$ cat src/conv_wrap_cfg.svh
`ifndef CONV_WRAP_CFG_SVH
`define CONV_WRAP_CFG_SVH

// shared memory byte address width
`define CW_ADDR_W     32
// one data width for memory, stream and config words
`define CW_DATA_W     32
// config bus carries word addresses
`define CW_CFG_ADDR_W 4
// request id echoed back on the response
`define CW_ID_W       16
// length field of a stream descriptor
`define CW_LEN_W      16
// source response buffer entries
`define CW_FIFO_DEPTH 4

// register map, word addresses
`define CW_REG_TRIGGER 0
`define CW_REG_STATUS  1
`define CW_REG_SINK    2
`define CW_REG_SOURCE  3
`define CW_REG_CTRL    4
`define CW_REG_CONST   5

`endif

$ cat src/conv_wrap_pkg.sv
`default_nettype none

`include "conv_wrap_cfg.svh"

package conv_wrap_pkg;

  // descriptor word
  // bus side sees the raw word, streamers see length and base
  typedef union packed {
    logic [`CW_DATA_W-1:0] raw;
    struct packed {
      // transfer length in words
      logic [`CW_LEN_W-1:0]            len;
      // base address in bytes
      logic [`CW_DATA_W-`CW_LEN_W-1:0] base;
    } fld;
  } stream_desc_u;

  // job sequencer states
  typedef enum logic [1:0] {
    IDLE   = 2'd0,
    START  = 2'd1,
    RUN    = 2'd2,
    FINISH = 2'd3
  } seq_state_e;

endpackage

`default_nettype wire

$ cat src/cfg_target.sv
`timescale 1ns/1ps
`default_nettype none

`include "conv_wrap_cfg.svh"

module cfg_target (
  input  wire                          clk_gated,
  input  wire                          rst_n,
  input  wire                          cfg_req_i,
  input  wire                          cfg_we_i,
  input  wire [`CW_CFG_ADDR_W-1:0]     cfg_addr_i,
  input  wire [`CW_DATA_W-1:0]         cfg_wdata_i,
  input  wire [`CW_ID_W-1:0]           cfg_id_i,
  input  wire                          busy_i,
  output logic                         cfg_r_valid_o,
  output logic [`CW_ID_W-1:0]          cfg_r_id_o,
  output logic [`CW_DATA_W-1:0]        cfg_r_rdata_o,
  output logic                         trigger_o,
  output conv_wrap_pkg::stream_desc_u  sink_desc_o,
  output conv_wrap_pkg::stream_desc_u  src_desc_o,
  output logic                         bypass_o,
  output logic [`CW_DATA_W-1:0]        const_o
);

  import conv_wrap_pkg::*;

  localparam int DW = `CW_DATA_W;

  stream_desc_u  sink_q;
  stream_desc_u  src_q;
  logic          bypass_q;
  logic [DW-1:0] const_q;
  logic [DW-1:0] rdata_d;
  logic          wr_en;
  logic          lock;

  // job owns the setup from the trigger pulse to the end of the job
  assign lock  = busy_i | trigger_o;
  assign wr_en = cfg_req_i & cfg_we_i;

  // setup registers, frozen while locked
  always_ff @(posedge clk_gated or negedge rst_n) begin
    if (!rst_n) begin
      sink_q   <= '0;
      src_q    <= '0;
      bypass_q <= 1'b0;
      const_q  <= '0;
    end else if (wr_en && !lock) begin
      case (cfg_addr_i)
        `CW_REG_SINK:   sink_q.raw <= cfg_wdata_i;
        `CW_REG_SOURCE: src_q.raw  <= cfg_wdata_i;
        // bit 0 selects the sum-over-constant bypass
        `CW_REG_CTRL:   bypass_q   <= cfg_wdata_i[0];
        `CW_REG_CONST:  const_q    <= cfg_wdata_i;
        default: ;
      endcase
    end
  end

  // start request, one pulse on the edge after the write
  always_ff @(posedge clk_gated or negedge rst_n) begin
    if (!rst_n) begin
      trigger_o <= 1'b0;
    end else begin
      trigger_o <= wr_en && !lock && (cfg_addr_i == `CW_REG_TRIGGER);
    end
  end

  // read mux, trigger and unmapped words read zero
  always_comb begin
    rdata_d = '0;
    case (cfg_addr_i)
      `CW_REG_STATUS: rdata_d = DW'(busy_i);
      `CW_REG_SINK:   rdata_d = sink_q.raw;
      `CW_REG_SOURCE: rdata_d = src_q.raw;
      `CW_REG_CTRL:   rdata_d = DW'(bypass_q);
      `CW_REG_CONST:  rdata_d = const_q;
      default:        rdata_d = '0;
    endcase
  end

  // one response per request, always one cycle later
  always_ff @(posedge clk_gated or negedge rst_n) begin
    if (!rst_n) begin
      cfg_r_valid_o <= 1'b0;
    end else begin
      cfg_r_valid_o <= cfg_req_i;
    end
  end

  always_ff @(posedge clk_gated) begin
    if (cfg_req_i) begin
      cfg_r_id_o    <= cfg_id_i;
      cfg_r_rdata_o <= rdata_d;
    end
  end

  assign sink_desc_o = sink_q;
  assign src_desc_o  = src_q;
  assign bypass_o    = bypass_q;
  assign const_o     = const_q;

  // no response without a request the cycle before
  a_resp_after_req : assert property (@(posedge clk_gated) disable iff (!rst_n)
    cfg_r_valid_o |-> $past(cfg_req_i));

endmodule

`default_nettype wire

$ cat src/conv_wrap_top.sv
`timescale 1ns/1ps
`default_nettype none

`include "conv_wrap_cfg.svh"

module conv_wrap_top (
  input  wire                      clk_gated,
  input  wire                      rst_n,
  // configuration bus
  input  wire                      cfg_req_i,
  output logic                     cfg_gnt_o,
  input  wire                      cfg_we_i,
  input  wire [`CW_CFG_ADDR_W-1:0] cfg_addr_i,
  input  wire [`CW_DATA_W-1:0]     cfg_wdata_i,
  input  wire [`CW_ID_W-1:0]       cfg_id_i,
  output logic                     cfg_r_valid_o,
  output logic [`CW_ID_W-1:0]      cfg_r_id_o,
  output logic [`CW_DATA_W-1:0]    cfg_r_rdata_o,
  output logic                     evt_interrupt_o,
  output logic                     hwce_working_o,
  // engine result stream in
  input  wire                      sink_valid_i,
  input  wire [`CW_DATA_W-1:0]     sink_data_i,
  output logic                     sink_ready_o,
  // engine operand stream out
  output logic                     src_valid_o,
  output logic [`CW_DATA_W-1:0]    src_data_o,
  input  wire                      src_ready_i,
  // memory port 0, sink writes
  output logic                     mem0_req_o,
  input  wire                      mem0_gnt_i,
  output logic [`CW_ADDR_W-1:0]    mem0_addr_o,
  output logic                     mem0_we_o,
  output logic [`CW_DATA_W/8-1:0]  mem0_be_o,
  output logic [`CW_DATA_W-1:0]    mem0_wdata_o,
  // memory port 1, source reads
  output logic                     mem1_req_o,
  input  wire                      mem1_gnt_i,
  output logic [`CW_ADDR_W-1:0]    mem1_addr_o,
  output logic                     mem1_we_o,
  input  wire [`CW_DATA_W-1:0]     mem1_r_data_i,
  input  wire                      mem1_r_valid_i
);

  import conv_wrap_pkg::*;

  stream_desc_u          sink_desc;
  stream_desc_u          src_desc;
  logic                  trigger;
  logic                  bypass;
  logic [`CW_DATA_W-1:0] const_word;
  logic                  busy;
  logic                  start_sink;
  logic                  start_src;
  logic                  sink_done;
  logic                  src_done;

  // target never stalls
  assign cfg_gnt_o = 1'b1;

  cfg_target u_cfg (
    .clk_gated     (clk_gated),
    .rst_n         (rst_n),
    .cfg_req_i     (cfg_req_i),
    .cfg_we_i      (cfg_we_i),
    .cfg_addr_i    (cfg_addr_i),
    .cfg_wdata_i   (cfg_wdata_i),
    .cfg_id_i      (cfg_id_i),
    .busy_i        (busy),
    .cfg_r_valid_o (cfg_r_valid_o),
    .cfg_r_id_o    (cfg_r_id_o),
    .cfg_r_rdata_o (cfg_r_rdata_o),
    .trigger_o     (trigger),
    .sink_desc_o   (sink_desc),
    .src_desc_o    (src_desc),
    .bypass_o      (bypass),
    .const_o       (const_word)
  );

  job_sequencer u_seq (
    .clk_gated       (clk_gated),
    .rst_n           (rst_n),
    .trigger_i       (trigger),
    .bypass_i        (bypass),
    .sink_done_i     (sink_done),
    .src_done_i      (src_done),
    .start_sink_o    (start_sink),
    .start_src_o     (start_src),
    .busy_o          (busy),
    .evt_interrupt_o (evt_interrupt_o),
    .hwce_working_o  (hwce_working_o)
  );

  stream_sink u_sink (
    .clk_gated    (clk_gated),
    .rst_n        (rst_n),
    .start_i      (start_sink),
    .desc_i       (sink_desc),
    .sink_valid_i (sink_valid_i),
    .sink_data_i  (sink_data_i),
    .sink_ready_o (sink_ready_o),
    .mem_req_o    (mem0_req_o),
    .mem_gnt_i    (mem0_gnt_i),
    .mem_addr_o   (mem0_addr_o),
    .mem_we_o     (mem0_we_o),
    .mem_be_o     (mem0_be_o),
    .mem_wdata_o  (mem0_wdata_o),
    .done_o       (sink_done)
  );

  stream_source u_source (
    .clk_gated     (clk_gated),
    .rst_n         (rst_n),
    .start_i       (start_src),
    .bypass_i      (bypass),
    .const_i       (const_word),
    .desc_i        (src_desc),
    .mem_req_o     (mem1_req_o),
    .mem_gnt_i     (mem1_gnt_i),
    .mem_addr_o    (mem1_addr_o),
    .mem_we_o      (mem1_we_o),
    .mem_r_data_i  (mem1_r_data_i),
    .mem_r_valid_i (mem1_r_valid_i),
    .src_valid_o   (src_valid_o),
    .src_data_o    (src_data_o),
    .src_ready_i   (src_ready_i),
    .done_o        (src_done)
  );

endmodule

`default_nettype wire

$ cat src/job_sequencer.sv
`timescale 1ns/1ps
`default_nettype none

module job_sequencer (
  input  wire  clk_gated,
  input  wire  rst_n,
  input  wire  trigger_i,
  input  wire  bypass_i,
  input  wire  sink_done_i,
  input  wire  src_done_i,
  output logic start_sink_o,
  output logic start_src_o,
  output logic busy_o,
  output logic evt_interrupt_o,
  output logic hwce_working_o
);

  import conv_wrap_pkg::*;

  seq_state_e state_q;
  seq_state_e state_d;
  logic       sink_lat_q;
  logic       src_lat_q;
  logic       busy_d1_q;

  always_comb begin
    state_d = state_q;
    case (state_q)
      IDLE:    if (trigger_i) state_d = START;
      START:   state_d = RUN;
      // job ends once both streamers reported
      RUN:     if (sink_lat_q && src_lat_q) state_d = FINISH;
      FINISH:  state_d = IDLE;
      default: state_d = IDLE;
    endcase
  end

  always_ff @(posedge clk_gated or negedge rst_n) begin
    if (!rst_n) begin
      state_q <= IDLE;
    end else begin
      state_q <= state_d;
    end
  end

  // done latches clear at start
  // bypassed source counts as done right away
  always_ff @(posedge clk_gated or negedge rst_n) begin
    if (!rst_n) begin
      sink_lat_q <= 1'b0;
      src_lat_q  <= 1'b0;
    end else if (state_q == START) begin
      sink_lat_q <= 1'b0;
      src_lat_q  <= bypass_i;
    end else begin
      if (sink_done_i) sink_lat_q <= 1'b1;
      if (src_done_i) src_lat_q <= 1'b1;
    end
  end

  assign start_sink_o    = (state_q == START);
  assign start_src_o     = (state_q == START) && !bypass_i;
  assign busy_o          = (state_q == START) || (state_q == RUN);
  // busy drops in the same cycle as the event
  assign evt_interrupt_o = (state_q == FINISH);

  // keep the clock alive one extra cycle after busy drops
  always_ff @(posedge clk_gated or negedge rst_n) begin
    if (!rst_n) begin
      busy_d1_q <= 1'b0;
    end else begin
      busy_d1_q <= busy_o;
    end
  end

  assign hwce_working_o = busy_o | busy_d1_q;

  // a new job is only requested while idle and never during a run
  a_no_start_in_run : assert property (@(posedge clk_gated) disable iff (!rst_n)
    trigger_i |-> (state_q == IDLE));

endmodule

`default_nettype wire

$ cat src/stream_sink.sv
`timescale 1ns/1ps
`default_nettype none

`include "conv_wrap_cfg.svh"

module stream_sink (
  input  wire                          clk_gated,
  input  wire                          rst_n,
  input  wire                          start_i,
  input  conv_wrap_pkg::stream_desc_u  desc_i,
  input  wire                          sink_valid_i,
  input  wire [`CW_DATA_W-1:0]         sink_data_i,
  output logic                         sink_ready_o,
  output logic                         mem_req_o,
  input  wire                          mem_gnt_i,
  output logic [`CW_ADDR_W-1:0]        mem_addr_o,
  output logic                         mem_we_o,
  output logic [`CW_DATA_W/8-1:0]      mem_be_o,
  output logic [`CW_DATA_W-1:0]        mem_wdata_o,
  output logic                         done_o
);

  import conv_wrap_pkg::*;

  localparam int AW = `CW_ADDR_W;
  localparam int LW = `CW_LEN_W;

  stream_desc_u          desc_q;
  logic [LW-1:0]         cnt_q;
  logic                  active_q;
  logic                  pend_q;
  logic                  empty_done_q;
  logic [`CW_DATA_W-1:0] wdata_q;
  logic                  accept;
  logic                  gnt_ok;
  logic                  last;

  // one write in flight at a time
  assign sink_ready_o = active_q & ~pend_q;
  assign accept       = sink_valid_i & sink_ready_o;
  // grant only counts while the request is up
  assign gnt_ok       = mem_req_o & mem_gnt_i;
  assign last         = (cnt_q == desc_q.fld.len - 1'b1);

  always_ff @(posedge clk_gated or negedge rst_n) begin
    if (!rst_n) begin
      active_q     <= 1'b0;
      pend_q       <= 1'b0;
      cnt_q        <= '0;
      empty_done_q <= 1'b0;
    end else begin
      // zero length finishes straight away
      empty_done_q <= start_i && (desc_i.fld.len == '0);
      if (start_i) begin
        active_q <= (desc_i.fld.len != '0);
        cnt_q    <= '0;
      end else if (gnt_ok) begin
        pend_q <= 1'b0;
        cnt_q  <= cnt_q + 1'b1;
        if (last) active_q <= 1'b0;
      end else if (accept) begin
        pend_q <= 1'b1;
      end
    end
  end

  always_ff @(posedge clk_gated) begin
    if (start_i) desc_q <= desc_i;
    if (accept) wdata_q <= sink_data_i;
  end

  // word i lands at base + 4*i, counter holds until the grant
  assign mem_addr_o  = AW'(desc_q.fld.base) + (AW'(cnt_q) << 2);
  assign mem_req_o   = pend_q;
  assign mem_we_o    = 1'b1;
  assign mem_be_o    = '1;
  assign mem_wdata_o = wdata_q;
  assign done_o      = (gnt_ok & last) | empty_done_q;

  // a stalled write keeps its request, address and data
  a_req_stable : assert property (@(posedge clk_gated) disable iff (!rst_n)
    mem_req_o && !mem_gnt_i |=> mem_req_o && $stable(mem_addr_o) && $stable(mem_wdata_o));

endmodule

`default_nettype wire

$ cat src/stream_source.sv
`timescale 1ns/1ps
`default_nettype none

`include "conv_wrap_cfg.svh"

module stream_source (
  input  wire                          clk_gated,
  input  wire                          rst_n,
  input  wire                          start_i,
  input  wire                          bypass_i,
  input  wire [`CW_DATA_W-1:0]         const_i,
  input  conv_wrap_pkg::stream_desc_u  desc_i,
  output logic                         mem_req_o,
  input  wire                          mem_gnt_i,
  output logic [`CW_ADDR_W-1:0]        mem_addr_o,
  output logic                         mem_we_o,
  input  wire [`CW_DATA_W-1:0]         mem_r_data_i,
  input  wire                          mem_r_valid_i,
  output logic                         src_valid_o,
  output logic [`CW_DATA_W-1:0]        src_data_o,
  input  wire                          src_ready_i,
  output logic                         done_o
);

  import conv_wrap_pkg::*;

  localparam int AW    = `CW_ADDR_W;
  localparam int DW    = `CW_DATA_W;
  localparam int LW    = `CW_LEN_W;
  localparam int DEPTH = `CW_FIFO_DEPTH;
  localparam int PW    = $clog2(DEPTH);
  localparam int CW    = $clog2(DEPTH + 1);

  stream_desc_u  desc_q;
  logic          active_q;
  logic          empty_done_q;
  logic          rd_gnt_q;
  logic [LW-1:0] issue_cnt_q;
  logic [LW-1:0] out_cnt_q;
  logic [CW-1:0] outst_q;
  logic [CW-1:0] fifo_cnt_q;
  logic [PW-1:0] wr_ptr_q;
  logic [PW-1:0] rd_ptr_q;
  logic [DW-1:0] fifo_q [DEPTH];
  logic          room;
  logic          gnt_ok;
  logic          resp_ok;
  logic          pop;
  logic          last_out;

  function automatic logic [PW-1:0] ptr_next(input logic [PW-1:0] ptr);
    return (ptr == PW'(DEPTH - 1)) ? '0 : ptr + 1'b1;
  endfunction

  // reads in flight plus buffered words stay within the buffer
  assign room      = (int'(outst_q) + int'(fifo_cnt_q)) < DEPTH;
  assign mem_req_o = active_q && (issue_cnt_q != desc_q.fld.len) && room;
  assign mem_addr_o = AW'(desc_q.fld.base) + (AW'(issue_cnt_q) << 2);
  assign mem_we_o  = 1'b0;
  assign gnt_ok    = mem_req_o & mem_gnt_i;
  // r_valid only counts right after a granted read
  assign resp_ok   = mem_r_valid_i & rd_gnt_q;
  assign pop       = (fifo_cnt_q != '0) & src_ready_i & ~bypass_i;
  assign last_out  = (out_cnt_q == desc_q.fld.len - 1'b1);

  always_ff @(posedge clk_gated or negedge rst_n) begin
    if (!rst_n) begin
      active_q     <= 1'b0;
      empty_done_q <= 1'b0;
      rd_gnt_q     <= 1'b0;
      issue_cnt_q  <= '0;
      out_cnt_q    <= '0;
      outst_q      <= '0;
      fifo_cnt_q   <= '0;
      wr_ptr_q     <= '0;
      rd_ptr_q     <= '0;
    end else begin
      rd_gnt_q     <= gnt_ok;
      empty_done_q <= start_i && (desc_i.fld.len == '0);
      if (start_i) begin
        active_q    <= (desc_i.fld.len != '0);
        issue_cnt_q <= '0;
        out_cnt_q   <= '0;
      end else begin
        if (gnt_ok) issue_cnt_q <= issue_cnt_q + 1'b1;
        if (pop) begin
          out_cnt_q <= out_cnt_q + 1'b1;
          if (last_out) active_q <= 1'b0;
        end
      end
      outst_q    <= outst_q + CW'(gnt_ok) - CW'(resp_ok);
      fifo_cnt_q <= fifo_cnt_q + CW'(resp_ok) - CW'(pop);
      if (resp_ok) wr_ptr_q <= ptr_next(wr_ptr_q);
      if (pop) rd_ptr_q <= ptr_next(rd_ptr_q);
    end
  end

  always_ff @(posedge clk_gated) begin
    if (start_i) desc_q <= desc_i;
    if (resp_ok) fifo_q[wr_ptr_q] <= mem_r_data_i;
  end

  // bypass drives the constant word with valid held high
  assign src_valid_o = bypass_i | (fifo_cnt_q != '0);
  assign src_data_o  = bypass_i ? const_i : fifo_q[rd_ptr_q];
  assign done_o      = (pop & last_out) | empty_done_q;

  // a response always finds a free slot
  a_no_overflow : assert property (@(posedge clk_gated) disable iff (!rst_n)
    resp_ok |-> fifo_cnt_q < CW'(DEPTH));

endmodule

`default_nettype wire

$ cat config.mk
export PLATFORM = sky130hd
export DESIGN_NAME = conv_wrap_top
export DESIGN_NICKNAME = d
export VERILOG_FILES = /design/src/conv_wrap_pkg.sv /design/src/cfg_target.sv /design/src/conv_wrap_top.sv /design/src/job_sequencer.sv /design/src/stream_sink.sv /design/src/stream_source.sv
export VERILOG_INCLUDE_DIRS = /design/src /design/src/src
export SDC_FILE = /design/constraint.sdc
export NUM_CORES = 1
export LEC_CHECK = 0
export BUFFER_PORTS_ARGS = -buffer_cell sky130_fd_sc_hd__buf_2
export CORE_MARGIN = 5
export CORE_UTILIZATION = 35
export CTS_CLUSTER_SIZE = 20
export DETAILED_ROUTE_END_ITERATION = 6
export PLACE_DENSITY = 0.58
export SYNTH_ARGS = -nofsm -noshare
export SYNTH_HDL_FRONTEND = slang
export SYNTH_SLANG_ARGS = --single-unit
$ cat constraint.sdc
create_clock -name clk_gated -period 3.9 [get_ports clk_gated]
set_input_delay 0.39 -clock clk_gated [delete_from_list [all_inputs] [get_ports clk_gated]]
set_output_delay 0.39 -clock clk_gated [all_outputs]
set_load 0.005 [all_outputs]
Word-level counts from Yosys, hierarchy flattened
Memories as Yosys holds them, arrays and structs flattened.
Index checks and enable logic that the tools add are counted.
{"block": "op_classes", "mux": 27, "bitwise": 18, "magnitude_cmp": 1, "eq_ne": 15, "n_reduce_logical": 34, "add_sub_neg": 14}
{"cell": "$pmux W32 S5", "n": 1}
{"cell": "$mux W16", "n": 6}
{"cell": "$add A16 B1 Y16 const B", "n": 3}
{"cell": "$add A16 B18 Y19", "n": 2}
{"cell": "$eq A16 B16 Y1", "n": 2}
{"cell": "$logic_not A16 Y1", "n": 2}
{"cell": "$lt A32 B4 Y1 const B", "n": 1}
{"cell": "$mux W32", "n": 1}
{"cell": "$reduce_bool A16 Y1", "n": 2}
{"cell": "$sub A16 B1 Y16 const B", "n": 2}
{"cell": "$ne A16 B16 Y1", "n": 1}
{"cell": "$reduce_and A2 Y1", "n": 8}
{"cell": "$reduce_bool A2 Y1", "n": 8}
{"cell": "$mux W1", "n": 14}
{"cell": "$and A1 B1 Y1", "n": 10}
{"cell": "$eq A2 B2 Y1 const B", "n": 4}
{"cell": "$eq A4 B2 Y1 const B", "n": 2}
{"cell": "$eq A4 B3 Y1 const B", "n": 2}
{"cell": "$logic_and A1 B1 Y1", "n": 8}
{"cell": "$mux W2", "n": 4}
{"cell": "$pmux W2 S4", "n": 1}
{"cell": "$add A3 B1 Y3", "n": 2}
{"cell": "$sub A3 B1 Y3", "n": 2}
{"cell": "$or A1 B1 Y1", "n": 5}
{"cell": "12 further kinds", "n": 16}
{"block": "totals", "wordCells": 138, "input_bits": 125, "mem_count": 1, "regBits": 312, "output_inout_bits": 190, "mem_bits_rw": 128}
{"name": "u_source.fifo_q", "depth": 4, "word_bits": 32, "read_ports": 1, "rd_clocked_by_memory_dff": 0, "wr": 1, "line_no": "stream_source.sv:44", "source": "logic [DW-1:0] fifo_q [DEPTH];"}

Longest topological paths before layout
{"block": "logic_depth", "ltp_word": 7, "ltp_mapped": 10, "mapped_depth_nobuf": 10}

Hierarchy
Synthesis repeated with hierarchy kept, for this count alone.
{"block": "unflattened", "hier_cells": 1400, "hier_area_um2": 20091.8}
{"module": "stream_source", "n_inst": 1, "cells_each": 683, "seq_area_each_um2": 5930.7, "area_per_inst_um2": 9813.2}
{"module": "cfg_target", "n_inst": 1, "cells_each": 342, "seq_area_each_um2": 3918.8, "area_per_inst_um2": 5801.8}
{"module": "stream_sink", "n_inst": 1, "cells_each": 346, "seq_area_each_um2": 2397.3, "area_per_inst_um2": 4161.5}
{"module": "job_sequencer", "n_inst": 1, "cells_each": 27, "seq_area_each_um2": 125.1, "area_per_inst_um2": 304.0}
{"module": "conv_wrap_top", "n_inst": 1, "cells_each": 2, "seq_area_each_um2": 0.0, "area_per_inst_um2": 11.3}

Least setup slack after synthesis
Ideal clock, no wire load.
{"block": "synth_path", "path_type": "reg-to-reg", "from": "register u_seq.state_q[1]", "to": "register u_source.desc_q[0] (netlist bit) (enable)", "arrival_ns": 3.033, "t_required_ns": 3.491, "period_less_slack_ns": 3.442, "path_buffers": 2, "slack_ns": 0.458, "stages_incl_launch_ff": 7, "setup_time_ns": 0.409, "path_cell_list": "dfrtp_1 -> inv_1 -> ha_1 -> clkbuf_1 -> inv_1 -> nor2_1 -> clkbuf_1"}
{"block": "synth_via", "elab_chain_cells": 2}
{"item": "start, declared", "line_no": "job_sequencer.sv:20", "source": "seq_state_e state_q;"}
{"item": "start signal, assigned", "line_no": "job_sequencer.sv:42", "source": "state_q <= state_d;"}
{"item": "$eq A2 B1 Y1", "line_no": "job_sequencer.sv:62", "source": "assign start_src_o = (state_q == START) && !bypass_i;"}
{"item": "$logic_and A1 B1 Y1", "line_no": "job_sequencer.sv:62"}
{"item": "named net start_src", "line_no": "conv_wrap_top.sv:54", "source": "logic start_src;"}
{"item": "end signal, assigned", "line_no": "stream_source.sv:99", "source": "if (start_i) desc_q <= desc_i;"}
{"item": "end, declared", "line_no": "stream_source.sv:34", "source": "stream_desc_u desc_q;"}
The timed path passes the listed nets, and every way through them passes these cells.
A chain may end at the register's enable or synchronous reset.

Worst setup path in the final report
{"block": "layout_path", "from": "register u_sink.cnt_q[0]", "to": "output mem0_addr_o[16]"}
{"block": "layout_via", "elab_chain_cells": 1}
{"item": "start, declared", "line_no": "stream_sink.sv:29", "source": "logic [LW-1:0] cnt_q;"}
{"item": "start signal, assigned", "line_no": "stream_sink.sv:59", "source": "cnt_q <= cnt_q + 1'b1;"}
{"item": "$add A16 B18 Y19", "line_no": "stream_sink.sv:73", "source": "assign mem_addr_o = AW'(desc_q.fld.base) + (AW'(cnt_q) << 2);"}
{"item": "end, declared", "line_no": "conv_wrap_top.sv:32", "source": "output logic [`CW_ADDR_W-1:0] mem0_addr_o,"}
No other way between the ends.

==> flow_summary.json <==
{
  "cp_max_fo": 5,
  "drv_cap": 0,
  "worst-path-stages": 11,
  "synthMuxAreaShare_pct": 11.3,
  "synth_top_area_cell": "edfxtp_1",
  "grt_usage_pct": 16.9,
  "final_hold_viol_count": 0,
  "cts-htree-levels": 2,
  "crit_type": "reg -> out",
  "hold_slack_ns": 0.0358,
  "status": "finished, final reports clean",
  "rsz0062_at_grt": "false",
  "route.met2.wl_um": 24800,
  "synth_area_mm2": 0.0199,
  "routed_via_density": 4.99,
  "grt_max_degree": 92,
  "ioPinCount": 315,
  "r2r_cells": 7,
  "fin_worst_skew_ns": 0.0141,
  "synth_edf_count": 272,
  "die_y_um": 248,
  "ys_seq_area_share_pct": 62.2,
  "worstMarginPinSlew_ns": 0.899,
  "setup_ws_ns": 0.307,
  "drive_above_1_share_pct": 30.9,
  "top_layer": "met5",
  "finalMaxSlewViolations": 0,
  "tns_ns": 0,
  "wire_per_inst_um": 20.7,
  "port_buffers": 281,
  "drt_iter0_drc": 1114,
  "final_cells": 2582,
  "synth_compound_area_share_pct": 5.75,
  "fin_crit_sh_pct": 92.1,
  "dp_cells": 2404,
  "power_density_mw_per_mm2": 657,
  "synthCells": 1409,
  "peakVddDrop_mv": 0.378,
  "leakagePower_uw": 0.0103,
  "cts_tree": "built",
  "ys_async_sr_fraction_pct": 38.2,
  "numCtsBuffers": 49,
  "area_growth_pct": 23.6,
  "synth.avg_cell_area_um2": 14.1,
  "crit_required_ns": 3.51,
  "wl_met1_um": 23900,
  "critPathBufInv": 2,
  "end_kind": "primary output",
  "synth_cell_types": 78,
  "slew_headroom_pct": 40.1,
  "holdCritPathClass": "in -> reg",
  "antenna_found_initial": 8,
  "critPathLaunchType": "flip-flop",
  "post-route-drc-count": 0,
  "final_common_cell": "buf_2",
  "fmax_mhz": 278,
  "setup_viol_count_final": 0,
  "antenna_left": 0,
  "clk_path_buf_depth": 3,
  "die_w_um": 248,
  "synth_ff_type": "edfxtp_1",
  "clk_pin_slew_ns": 0.06,
  "cts_root_buf": "clkbuf_16",
  "clkSinkCount": 440,
  "initial_core_util_pct": 35.3,
  "ys_ff_latch": 440,
  "vias": 12900,
  "wl_um": 53500,
  "synth_top_area_share_pct": 41.1,
  "place.detailed.hpwl_um": 38200,
  "slowest_delay_ns": 0.43,
  "finalCriticalPeriod_ns": 3.59,
  "met3_length_um": 3070,
  "dr.pass1.iters": 6,
  "synth_top_family_by_area": "multiplexers",
  "crit_family": "compound AO/OA/AOI/OAI gates",
  "worst_path_max_delay_cell": "dfrtp_1",
  "arrival_ns": 3.20,
  "gp_congestion": 0.841,
  "hold_path_depth": 1,
  "final_cell_mix": "280 x buf_2, 272 x edfxtp_1, 166 x dfrtp_1",
  "grt_pass1_vias": 13100,
  "synthTopCellsByArea": "edfxtp_1 41%, dfrtp_1 21%, mux2_2 7.4%",
  "synthSimpleGateAreaFrac_pct": 8.33,
  "utilization_pct": 43.6,
  "dp_slack_ns": 0.724,
  "synth_fa_ha_area_share_pct": 3.42,
  "num_rows": 87,
  "yosysWarnings": 0,
  "coreArea_mm2": 0.0564,
  "grt_pass1_wl_um": 82100,
  "dieArea_mm2": 0.0617,
  "synth-xor-area-share_pct": 5.06,
  "overflow": 0,
  "clkLatencyLatePin_ns": 0.59,
  "path_cells": "ha_1, inv_1, fa_1, nor2b_1, o21ai_0, a21boi_1, o221a_2, o21ai_1, nor4b_2, a311o_1, buf_2",
  "layout.nets": 1957
}
## power breakdown
group / internal, µW / switching, µW
Combinational: 1960 / 2070
Clock: 2950 / 1900
Sequential: 6170 / 1100
## cell families after synthesis
family,Yosys count
adders and majority gates,52
AOI/OAI and AO/OA,158
and+or+nand+nor,310
xor gates and xnor gates,115
other,2
DFF,440
buffers and inverters,163
muxes,169
## final timing paths
path,startpoint,endpoint,slack [ns]
worst max-delay path,u_sink.cnt_q[0],mem0_addr_o[16],0.31
min in group asynchronous,rst_n,u_cfg.const_o[27],0.47
worst min-delay path,mem1_r_data_i[3],u_source.fifo_q[1][3],0.04
worst max register to register,u_source.fifo_cnt_q[2],u_source.issue_cnt_q[15],0.98
worst min register to register,u_cfg.src_desc_o[1],u_source.desc_q[1],0.48
max in group asynchronous,rst_n,u_cfg.cfg_r_valid_o,2.42
## registers in the layout (all words and copies together) (netlist names), 32 cells and up
| signal | cells |
|---|---|
| u_source.fifo_q | 128 |
| u_cfg.cfg_r_rdata_o | 32 |
| u_cfg.const_o | 32 |
| u_cfg.sink_desc_o | 32 |
| u_cfg.src_desc_o | 32 |
| u_sink.desc_q | 32 |
| u_sink.mem_wdata_o | 32 |
| u_source.desc_q | 32 |
## synth_stat cells, drive strengths merged, types with 9 or more instances
cell type	instances
edfxtp	272
dfrtp	168
mux2	131
nor2	82
xnor2	74
inv	71
nand2	63
buf	57
ha	48
xor2	41
clkbuf	35
o21ai	33
a21oi	32
mux4	32
a222oi	31
nand3	23
nor4	23
nor3	20
and3	16
nand4	14
a31oi	11
or3	11
nor2b	9
## repair_timing
| action | 4_1_cts | 5_1_grt |
|---|---|---|
| buffers inserted | 0 | 0 |
| resized for setup | 0 | 3 |
| setup endpoints to repair | 0 | 3 |
| hold buffers | 81 | 0 |
| endpoints found under the hold margin | 263 | 0 |
## routing by layer
layer / global-route usage (%) / vias to the layer above
met2: 26.6 / 407
met4: 5.75 / 6
met5: 0.927 / -
met3: 3.36 / 90
met1: 23.6 / 6446
li1: - / 5938
## metrics by stage
stage	total power (µW)	area (µm²)
after floorplan	9540	20000
after global placement	11300	22000
after detailed placement	11400	22000
after CTS	16400	24600
after global routing	17100	24600
final	16200	24600
## area by class of cell
class / instances / area, µm²
Fill cell: 5214 / 31800
Inverter: 71 / 267
Antenna cell: 6 / 15.0
Sequential cell: 440 / 12400
Clock inverter: 15 / 238
Clock buffer: 76 / 1480
Timing Repair Buffer: 381 / 2380
Multi-Input combinational cell: 837 / 6890
Tap cell: 756 / 946
No activity file was read; power rests on OpenSTA's default activity.
